--- src/cam_bist_pkg.sv ---
//========================================
// CAM BIST shared definitions
// Array geometry, test codes, read word
//========================================
package cam_bist_pkg;

  // Array geometry
  localparam int cam_entries = 16;
  localparam int cam_dwidth  = 8;
  localparam int cam_awidth  = 4;

  // Cycles from issue to response
  localparam int cam_rsp_lat = 2;

  // Search patterns
  localparam logic [cam_dwidth-1:0] pat_base   = 8'h3c;
  localparam logic [cam_dwidth-1:0] pat_single = 8'ha5;
  localparam logic [cam_dwidth-1:0] pat_miss   = 8'hc3;

  // Background for the write and read-back pass, one word per entry
  localparam logic [cam_dwidth-1:0] bg_table [cam_entries] = '{
    8'h00, 8'hff, 8'h55, 8'haa, 8'h0f, 8'hf0, 8'h33, 8'hcc,
    8'h01, 8'h02, 8'h04, 8'h08, 8'h10, 8'h20, 8'h40, 8'h80
  };

  // Expected match pattern select
  typedef enum logic [1:0] {
    all_match       = 2'b00,
    single_match    = 2'b01,
    single_mismatch = 2'b10,
    all_mismatch    = 2'b11
  } match_sel_e;

  // Engine phases, in run order
  typedef enum logic [2:0] {
    ph_idle,
    ph_wr_rd,
    ph_fill,
    ph_all_match,
    ph_all_mismatch,
    ph_single_match,
    ph_single_mismatch
  } bist_phase_e;

  // Read bus word, data in read mode, folded error in CAM mode
  typedef union packed {
    logic [cam_dwidth-1:0] data;
    logic [cam_dwidth-1:0] err;
  } cam_rd_word_u;

endpackage

--- src/cam_port_if.sv ---
//========================================
// CAM access port
// Write, read and search toward the array
//========================================
interface cam_port_if;

  // Write port
  logic                                 we;
  logic [cam_bist_pkg::cam_awidth-1:0]  waddr;
  logic [cam_bist_pkg::cam_dwidth-1:0]  wdata;

  // Read port
  logic                                 re;
  logic [cam_bist_pkg::cam_awidth-1:0]  raddr;
  logic [cam_bist_pkg::cam_dwidth-1:0]  rdata;

  // Search port, one match line per entry
  logic                                 srch;
  logic [cam_bist_pkg::cam_dwidth-1:0]  key;
  logic [cam_bist_pkg::cam_entries-1:0] match;

  modport master (
    output we, waddr, wdata, re, raddr, srch, key,
    input  rdata, match
  );

  modport array (
    input  we, waddr, wdata, re, raddr, srch, key,
    output rdata, match
  );

endinterface

--- src/cam_array.sv ---
//========================================
// Binary CAM, 16 entries by 8 bits
// Read and search return after 2 cycles
//========================================
module cam_array (
  input  logic       bist_clk,
  input  logic       rst_n,
  cam_port_if.array  port
);

  logic [cam_bist_pkg::cam_dwidth-1:0]  mem [cam_bist_pkg::cam_entries];
  logic [cam_bist_pkg::cam_dwidth-1:0]  rd_s1;
  logic [cam_bist_pkg::cam_entries-1:0] hit;
  logic [cam_bist_pkg::cam_entries-1:0] hit_s1;

  // Per-entry compare against the search key
  always_comb begin
    for (int i = 0; i < cam_bist_pkg::cam_entries; i++) begin
      hit[i] = (mem[i] == port.key);
    end
  end

  // Storage, write visible from the next edge
  always_ff @(posedge bist_clk) begin
    if (port.we) begin
      mem[port.waddr] <= port.wdata;
    end
  end

  // First stage captures on the strobe
  always_ff @(posedge bist_clk) begin
    if (port.re) begin
      rd_s1 <= mem[port.raddr];
    end
    if (port.srch) begin
      hit_s1 <= hit;
    end
  end

  // Second stage drives the port
  always_ff @(posedge bist_clk) begin
    port.rdata <= rd_s1;
    port.match <= hit_s1;
  end

  // Neither master may read the entry it writes in the same cycle
  a_no_wr_rd_same_addr : assert property (
    @(posedge bist_clk) disable iff (!rst_n)
    !(port.we && port.re && (port.waddr == port.raddr))
  ) else $error("write and read of entry %0d in one cycle", port.waddr);

endmodule

--- src/cam_bist_checker.sv ---
//========================================
// CAM BIST result checker
// Sticky fail and first failing address
//========================================
module cam_bist_checker (
  input  logic                                bist_clk,
  input  logic                                rst_n,
  input  logic                                bist_start,
  input  logic                                chk_en,
  input  logic                                cm_mode,
  input  cam_bist_pkg::cam_rd_word_u          rd_word,
  input  cam_bist_pkg::cam_rd_word_u          exp_data,
  input  logic [cam_bist_pkg::cam_awidth-1:0] chk_addr,
  output logic                                bist_fail,
  output logic [cam_bist_pkg::cam_awidth-1:0] fail_addr
);

  logic miscompare;

  // CAM mode expects a clean error word, read mode the written data
  assign miscompare = cm_mode ? (rd_word.err != '0) : (rd_word.data != exp_data.data);

  always_ff @(posedge bist_clk) begin
    if (!rst_n) begin
      bist_fail <= 1'b0;
      fail_addr <= '0;
    end else if (bist_start) begin
      bist_fail <= 1'b0;
      fail_addr <= '0;
    end else if (chk_en && miscompare && !bist_fail) begin
      // Only the first failure is kept
      bist_fail <= 1'b1;
      fail_addr <= chk_addr;
    end
  end

  // A CAM mode check carries no expected word from the engine
  a_cam_exp_zero : assert property (
    @(posedge bist_clk) disable iff (!rst_n)
    (chk_en && cm_mode) |-> (exp_data.err == '0)
  ) else $error("non-zero expected word on a CAM mode check");

endmodule

--- src/cam_bist_engine.sv ---
//========================================
// CAM BIST sequencer
// Write/read pass, then four search passes
//========================================
module cam_bist_engine (
  input  logic                                bist_clk,
  input  logic                                rst_n,
  input  logic                                bist_start,
  cam_port_if.master                          port,
  output logic                                bist_busy,
  output logic                                bist_done,
  output logic                                cm_mode,
  output cam_bist_pkg::match_sel_e            match_sel,
  output logic [cam_bist_pkg::cam_awidth-1:0] bist_addr,
  output logic                                chk_en,
  output cam_bist_pkg::cam_rd_word_u          exp_data
);

  cam_bist_pkg::bist_phase_e                                phase;
  logic [cam_bist_pkg::cam_awidth-1:0]                      idx;
  logic [1:0]                                               sub;
  logic [1:0]                                               drn;
  logic [1:0]                                               sub_last;
  logic                                                     one_shot;
  logic                                                     last_op;
  cam_bist_pkg::cam_rd_word_u                               exp_now;
  logic [cam_bist_pkg::cam_rsp_lat-1:0]                     chk_pipe;
  cam_bist_pkg::cam_rd_word_u [cam_bist_pkg::cam_rsp_lat-1:0] exp_pipe;

  //========================================
  // Phase shape
  //========================================
  // Steps per entry, or a single search for the full passes
  always_comb begin
    sub_last = 2'd0;
    one_shot = 1'b0;
    unique case (phase)
      cam_bist_pkg::ph_wr_rd:           sub_last = 2'd1;
      cam_bist_pkg::ph_single_match:    sub_last = 2'd2;
      cam_bist_pkg::ph_single_mismatch: sub_last = 2'd2;
      cam_bist_pkg::ph_all_match:       one_shot = 1'b1;
      cam_bist_pkg::ph_all_mismatch:    one_shot = 1'b1;
      default:                          sub_last = 2'd0;
    endcase
  end

  assign last_op = (sub == sub_last) && (one_shot || (&idx));

  // Two drain cycles after the last op keep the select aligned with responses
  always_ff @(posedge bist_clk) begin
    if (!rst_n) begin
      phase     <= cam_bist_pkg::ph_idle;
      idx       <= '0;
      sub       <= '0;
      drn       <= '0;
      bist_done <= 1'b0;
    end else begin
      bist_done <= 1'b0;
      if (phase == cam_bist_pkg::ph_idle) begin
        if (bist_start) begin
          phase <= cam_bist_pkg::ph_wr_rd;
        end
      end else if (drn != 2'd0) begin
        if (drn == 2'd2) begin
          drn <= '0;
          if (phase == cam_bist_pkg::ph_single_mismatch) begin
            phase     <= cam_bist_pkg::ph_idle;
            bist_done <= 1'b1;
          end else begin
            phase <= cam_bist_pkg::bist_phase_e'(phase + 3'd1);
          end
        end else begin
          drn <= drn + 2'd1;
        end
      end else if (last_op) begin
        drn <= 2'd1;
        idx <= '0;
        sub <= '0;
      end else if (sub == sub_last) begin
        sub <= '0;
        idx <= idx + 1'b1;
      end else begin
        sub <= sub + 2'd1;
      end
    end
  end

  assign bist_busy = (phase != cam_bist_pkg::ph_idle);
  assign bist_addr = idx;

  //========================================
  // Operation decode
  //========================================
  always_comb begin
    port.we    = 1'b0;
    port.re    = 1'b0;
    port.srch  = 1'b0;
    port.waddr = idx;
    port.raddr = idx;
    port.wdata = cam_bist_pkg::pat_base;
    port.key   = cam_bist_pkg::pat_base;
    if (drn == 2'd0) begin
      unique case (phase)
        cam_bist_pkg::ph_wr_rd: begin
          port.we    = (sub == 2'd0);
          port.re    = (sub == 2'd1);
          port.wdata = cam_bist_pkg::bg_table[idx];
        end
        cam_bist_pkg::ph_fill: port.we = 1'b1;
        cam_bist_pkg::ph_all_match: port.srch = 1'b1;
        cam_bist_pkg::ph_all_mismatch: begin
          port.srch = 1'b1;
          port.key  = cam_bist_pkg::pat_miss;
        end
        // Mark entry i, search, then restore the base pattern
        cam_bist_pkg::ph_single_match, cam_bist_pkg::ph_single_mismatch: begin
          port.we    = (sub != 2'd1);
          port.srch  = (sub == 2'd1);
          port.wdata = (sub == 2'd0) ? cam_bist_pkg::pat_single : cam_bist_pkg::pat_base;
          if (phase == cam_bist_pkg::ph_single_match) begin
            port.key = cam_bist_pkg::pat_single;
          end
        end
        default: port.we = 1'b0;
      endcase
    end
  end

  // Mode and expected pattern are a function of the phase only
  always_comb begin
    cm_mode = (phase != cam_bist_pkg::ph_idle) && (phase != cam_bist_pkg::ph_wr_rd);
    unique case (phase)
      cam_bist_pkg::ph_all_mismatch:    match_sel = cam_bist_pkg::all_mismatch;
      cam_bist_pkg::ph_single_match:    match_sel = cam_bist_pkg::single_match;
      cam_bist_pkg::ph_single_mismatch: match_sel = cam_bist_pkg::single_mismatch;
      default:                          match_sel = cam_bist_pkg::all_match;
    endcase
  end

  //========================================
  // Response alignment
  //========================================
  // Read mode expects the background, CAM mode expects no error
  always_comb begin
    if (phase == cam_bist_pkg::ph_wr_rd) begin
      exp_now.data = cam_bist_pkg::bg_table[idx];
    end else begin
      exp_now.err = '0;
    end
  end

  always_ff @(posedge bist_clk) begin
    if (!rst_n) begin
      chk_pipe <= '0;
    end else begin
      chk_pipe <= {chk_pipe[cam_bist_pkg::cam_rsp_lat-2:0], port.re | port.srch};
    end
  end

  always_ff @(posedge bist_clk) begin
    exp_pipe <= {exp_pipe[cam_bist_pkg::cam_rsp_lat-2:0], exp_now};
  end

  assign chk_en   = chk_pipe[cam_bist_pkg::cam_rsp_lat-1];
  assign exp_data = exp_pipe[cam_bist_pkg::cam_rsp_lat-1];

endmodule

--- src/cam_bist_outhandler.sv ---
//========================================
// CAM BIST output handler
// Match compare, fold onto read bus
//========================================
module cam_bist_outhandler (
  input  logic                                 bist_clk,
  input  logic                                 cm_mode,
  input  cam_bist_pkg::match_sel_e             match_sel,
  input  logic [cam_bist_pkg::cam_awidth-1:0]  bist_addr,
  input  logic [cam_bist_pkg::cam_entries-1:0] cm_match,
  input  cam_bist_pkg::cam_rd_word_u           rd_data_in,
  output cam_bist_pkg::cam_rd_word_u           rd_data_out,
  output logic [cam_bist_pkg::cam_entries-1:0] match_ref,
  output logic [cam_bist_pkg::cam_awidth-1:0]  addr_dly
);

  logic [cam_bist_pkg::cam_rsp_lat-1:0][cam_bist_pkg::cam_awidth-1:0] addr_pipe;
  logic [cam_bist_pkg::cam_entries-1:0] addr_hot;
  logic [cam_bist_pkg::cam_entries-1:0] err_vec;
  cam_bist_pkg::cam_rd_word_u           err_word;

  //========================================
  // Address delay and expected match lines
  //========================================
  // Address follows the array latency
  always_ff @(posedge bist_clk) begin
    addr_pipe <= {addr_pipe[cam_bist_pkg::cam_rsp_lat-2:0], bist_addr};
  end

  assign addr_dly = addr_pipe[cam_bist_pkg::cam_rsp_lat-1];
  assign addr_hot = {{(cam_bist_pkg::cam_entries-1){1'b0}}, 1'b1} << addr_dly;

  always_comb begin
    unique case (match_sel)
      cam_bist_pkg::all_match:       match_ref = '1;
      cam_bist_pkg::single_match:    match_ref = addr_hot;
      cam_bist_pkg::single_mismatch: match_ref = ~addr_hot;
      default:                       match_ref = '0;
    endcase
  end

  // A set bit marks an entry that answered wrongly
  assign err_vec = match_ref ^ cm_match;

  //========================================
  // Fold and read bus select
  //========================================
  // Entry i and entry i+8 share error bit i
  always_comb begin
    err_word.err = '0;
    for (int i = 0; i < cam_bist_pkg::cam_entries; i++) begin
      err_word.err[i % cam_bist_pkg::cam_dwidth] |= err_vec[i];
    end
  end

  assign rd_data_out = cm_mode ? err_word : rd_data_in;

endmodule

--- src/cam_bist_top.sv ---
//========================================
// CAM with BIST, top level
//========================================
module cam_bist_top (
  input  logic                                 bist_clk,
  input  logic                                 rst_n,
  input  logic                                 func_we,
  input  logic [cam_bist_pkg::cam_awidth-1:0]  func_waddr,
  input  logic [cam_bist_pkg::cam_dwidth-1:0]  func_wdata,
  input  logic                                 func_re,
  input  logic [cam_bist_pkg::cam_awidth-1:0]  func_raddr,
  input  logic                                 func_srch,
  input  logic [cam_bist_pkg::cam_dwidth-1:0]  func_key,
  output logic [cam_bist_pkg::cam_dwidth-1:0]  func_rdata,
  output logic [cam_bist_pkg::cam_entries-1:0] func_match,
  output logic                                 func_ready,
  input  logic                                 bist_start,
  output logic                                 bist_busy,
  output logic                                 bist_done,
  output logic                                 bist_fail,
  output logic [cam_bist_pkg::cam_awidth-1:0]  fail_addr
);

  cam_bist_pkg::match_sel_e                   match_sel;
  cam_bist_pkg::cam_rd_word_u                 exp_data;
  cam_bist_pkg::cam_rd_word_u                 rd_word;
  logic                                       cm_mode;
  logic                                       chk_en;
  logic [cam_bist_pkg::cam_awidth-1:0]        bist_addr;
  logic [cam_bist_pkg::cam_awidth-1:0]        chk_addr;

  cam_port_if func_if ();
  cam_port_if bist_if ();
  cam_port_if arr_if ();

  // Functional user side
  assign func_if.we    = func_we;
  assign func_if.waddr = func_waddr;
  assign func_if.wdata = func_wdata;
  assign func_if.re    = func_re;
  assign func_if.raddr = func_raddr;
  assign func_if.srch  = func_srch;
  assign func_if.key   = func_key;
  assign func_rdata    = func_if.rdata;
  assign func_match    = func_if.match;
  // Strobes given while busy are dropped
  assign func_ready    = ~bist_busy;

  cam_array i_array (
    .bist_clk (bist_clk),
    .rst_n    (rst_n),
    .port     (arr_if.array)
  );

  cam_port_arbiter i_arbiter (
    .bist_clk (bist_clk),
    .rst_n    (rst_n),
    .bist_sel (bist_busy),
    .func_m   (func_if.array),
    .bist_m   (bist_if.array),
    .arr      (arr_if.master)
  );

  cam_bist_engine i_engine (
    .bist_clk   (bist_clk),
    .rst_n      (rst_n),
    .bist_start (bist_start),
    .port       (bist_if.master),
    .bist_busy  (bist_busy),
    .bist_done  (bist_done),
    .cm_mode    (cm_mode),
    .match_sel  (match_sel),
    .bist_addr  (bist_addr),
    .chk_en     (chk_en),
    .exp_data   (exp_data)
  );

  cam_bist_outhandler i_outhandler (
    .bist_clk    (bist_clk),
    .cm_mode     (cm_mode),
    .match_sel   (match_sel),
    .bist_addr   (bist_addr),
    .cm_match    (bist_if.match),
    .rd_data_in  (bist_if.rdata),
    .rd_data_out (rd_word),
    .match_ref   (),
    .addr_dly    (chk_addr)
  );

  cam_bist_checker i_checker (
    .bist_clk   (bist_clk),
    .rst_n      (rst_n),
    .bist_start (bist_start),
    .chk_en     (chk_en),
    .cm_mode    (cm_mode),
    .rd_word    (rd_word),
    .exp_data   (exp_data),
    .chk_addr   (chk_addr),
    .bist_fail  (bist_fail),
    .fail_addr  (fail_addr)
  );

endmodule

--- src/cam_port_arbiter.sv ---
//========================================
// Array port arbiter
// BIST owns the array while a test runs
//========================================
module cam_port_arbiter (
  input  logic        bist_clk,
  input  logic        rst_n,
  input  logic        bist_sel,
  cam_port_if.array   func_m,
  cam_port_if.array   bist_m,
  cam_port_if.master  arr
);

  // Strobes of the idle master are gated off
  assign arr.we    = bist_sel ? bist_m.we : func_m.we;
  assign arr.re    = bist_sel ? bist_m.re : func_m.re;
  assign arr.srch  = bist_sel ? bist_m.srch : func_m.srch;

  // Address and data follow the owner
  assign arr.waddr = bist_sel ? bist_m.waddr : func_m.waddr;
  assign arr.wdata = bist_sel ? bist_m.wdata : func_m.wdata;
  assign arr.raddr = bist_sel ? bist_m.raddr : func_m.raddr;
  assign arr.key   = bist_sel ? bist_m.key : func_m.key;

  // Responses go back to both masters
  assign func_m.rdata = arr.rdata;
  assign func_m.match = arr.match;
  assign bist_m.rdata = arr.rdata;
  assign bist_m.match = arr.match;

  // The engine issues nothing while it does not own the port
  a_bist_quiet_idle : assert property (
    @(posedge bist_clk) disable iff (!rst_n)
    !bist_sel |-> !(bist_m.we || bist_m.re || bist_m.srch)
  ) else $error("BIST strobe issued without owning the array port");

endmodule

--- config.mk ---
export PLATFORM = sky130hd
export DESIGN_NAME = cam_bist_top
export DESIGN_NICKNAME = d
export VERILOG_FILES = /design/src/cam_bist_pkg.sv /design/src/cam_port_if.sv /design/src/cam_array.sv /design/src/cam_bist_checker.sv /design/src/cam_bist_engine.sv /design/src/cam_bist_outhandler.sv /design/src/cam_bist_top.sv /design/src/cam_port_arbiter.sv
export SDC_FILE = /design/constraint.sdc
export NUM_CORES = 1
export LEC_CHECK = 0
export ABC_AREA = 1
export BUFFER_PORTS_ARGS = -buffer_cell sky130_fd_sc_hd__buf_4
export CAP_MARGIN = 15
export CELL_PAD_IN_SITES_DETAIL_PLACEMENT = 1
export CELL_PAD_IN_SITES_GLOBAL_PLACEMENT = 1
export CORE_ASPECT_RATIO = 0.75
export CORE_UTILIZATION = 40
export DETAILED_ROUTE_END_ITERATION = 7
export PLACE_DENSITY_LB_ADDON = 0.08
export SLEW_MARGIN = 10
export SYNTH_ARGS = -nofsm -noshare
export SYNTH_HDL_FRONTEND = slang
export SYNTH_HIERARCHICAL = 1
export SYNTH_SLANG_ARGS = --single-unit
--- constraint.sdc ---
create_clock -name bist_clk -period 2.45 [get_ports bist_clk]
set_input_delay 0.6125 -clock bist_clk [delete_from_list [all_inputs] [get_ports bist_clk]]
set_output_delay 0.6125 -clock bist_clk [all_outputs]
set_load 0.005 [all_outputs]
==> impl_metrics.json <==
{
  "clk_pin_slew_ps": 60,
  "critPathRequiredTime_ps": 2850,
  "antenna_found_initial": 0,
  "dpl.hpwl_microns": 27950,
  "ant_nets": 0,
  "grt_max_degree": 47,
  "drtIter0Drc": 732,
  "cellPowerDensity_nw_per_um2": 1393,
  "whs_ps": 320.3,
  "num_antenna_cells": 0,
  "crit_path_start_kind": "flip-flop",
  "dr.pass1.iters": 5,
  "boundaryPins": 62,
  "final_cell_mix": "454 x nand2_1, 166 x inv_1, 152 x edfxtp_1",
  "die_w_microns": 204.6,
  "grt.busiest_layer": "met1",
  "initial_core_util": 0.4076,
  "cts_buffer_depth": 3,
  "viasPerCell": 4.976,
  "gp_congestion": 0.8268,
  "final_nets": 1555,
  "finalClockSkew_ps": 22.09,
  "min_path_type": "in -> reg",
  "maxSlewViolCount": 0,
  "critical_path_class": "reg -> reg",
  "drt-wirelength-per-cell_microns": 19.89,
  "met2_usage": 0.3597,
  "p_leak_nw": 6.276,
  "cts_root_buf": "clkbuf_16",
  "fin_crit_ps": 2354,
  "hold_viol_final": 0,
  "core-area_sq_um": 30210,
  "grt_pass1_vias": 9637,
  "numCtsBuffers": 24,
  "cts_hold_buf": 0,
  "fill_cells": 3630,
  "clk_latency_ps": 550,
  "drv_cap": 0,
  "synthCells": 1482,
  "arrival_ps": 2750,
  "numPortBuffers": 61,
  "ir_worst_vdd_mv": 0.6520,
  "cp_max_fo": 32,
  "grtUsageMet1": 0.3850,
  "htree_levels": 1,
  "met3_usage": 0.03709,
  "syn2layout_area_growth_pct": 14.56,
  "maxSlewHeadroom": 0.6326,
  "grt_use_total": 0.2468,
  "yosys_warnings": 6,
  "final_common_cell": "nand2_1",
  "wl_microns": 38470,
  "cts.sinks": 219,
  "drive_gt1_frac": 0.1694,
  "cts_tree": "yes",
  "period_share": 0.9609,
  "outcome": "complete, no violations",
  "num_rows": 55,
  "setup_viol": 0,
  "chipHeight_microns": 154.0,
  "grt_setup_unrepaired": "true",
  "grt_pass1_wl_microns": 58170,
  "netlist_area_sq_um": 12310,
  "end_kind": "flip-flop",
  "finish.utilization": 0.4670,
  "drc": 0,
  "max_freq_ghz": 0.4248,
  "gr-total-overflow": 0,
  "synth_fp_nets": 1520,
  "avgSynthCellArea_sq_um": 8.309,
  "dieArea_sq_um": 31500,
  "place_ws_ps": -172.5,
  "worst_pin_slew_ps": 546.9,
  "fin_ws_ps": 95.89,
  "vias": 9624
}
## repair_timing
item / in CTS / in global routing
pin swaps: 0 / 7
setup endpoints to repair: 5 / 104
cloned: 0 / 2
resized for setup: 4 / 34
buffers inserted: 0 / 6
## cell type report
class                   count  area [sq um]  share of cell area
repair buffers            139          1244             0.08816
clock buffers              35         819.5             0.05809
well taps                 399         499.2             0.03539
multi-input cells         947          4807              0.3408
clock inverters             9         98.84            0.007007
inverters                 186         726.9             0.05153
flip-flops and latches    219          5912              0.4191
## where the power goes
group	total [mW]	internal [mW]	switching (mW)
sequential	5.74	5.25	0.491
clock	4.10	2.54	1.56
combinational	9.80	3.33	6.48
## metal layers
metal	routed length (microns)	up-vias
li1	-	4702
met1	19810	4682
met2	16120	203
met3	2008	37
met4	534	0
met5	0	-
## worst paths after layout
path	startpoint	end	slack, ps	cells after the start
worst max-delay path	i_engine/phase[0]	i_array/rd_s1[0]	100	11
worst max register to register	i_engine/phase[0]	i_array/rd_s1[0]	100	11
worst min-delay path	rst_n	i_engine/chk_pipe[1]	320	3
worst min register to register	i_engine/exp_pipe[5]	i_engine/exp_data[5]	330	0
## per-stage QoR
stage / area [sq um] / std cells / TNS, ps / power (mW)
3_3_place_gp: 12960 / 1882 / -28.11 / 15.14
5_1_grt: 14110 / 1934 / -70.35 / 20.91
6_report: 14110 / 1934 / 0 / 19.65
4_1_cts: 13890 / 1926 / 0 / 19.50
3_5_place_dp: 12960 / 1882 / -644.7 / 15.33
2_1_floorplan: 12310 / 1482 / 0 / 12.38
## worst max-delay path, stage by stage, from the launching register on
cell and delay, ps:
dfxtp_2 350, inv_2 110, nand3_2 100, buf_4 180, inv_8 160, nand2_1 90, nand2_1 130, buf_4 430
nand3_1 240, nand3_1 140, nand3_1 120, nand2_1 110
## sequential cells by signal (all words and copies together) (netlist names), 3 cells and up
signal                  cells
i_array/hit_s1             16
i_array/mem               128
i_array/port.match         16
i_array/port.rdata          8
i_array/rd_s1               8
i_checker/fail_addr         4
i_engine/bist_addr          4
i_engine/exp_data           8
i_engine/exp_pipe           8
i_engine/phase              3
i_outhandler/addr_dly       4
i_outhandler/addr_pipe      4
Note: power is estimated with default switching activity, not from simulation.
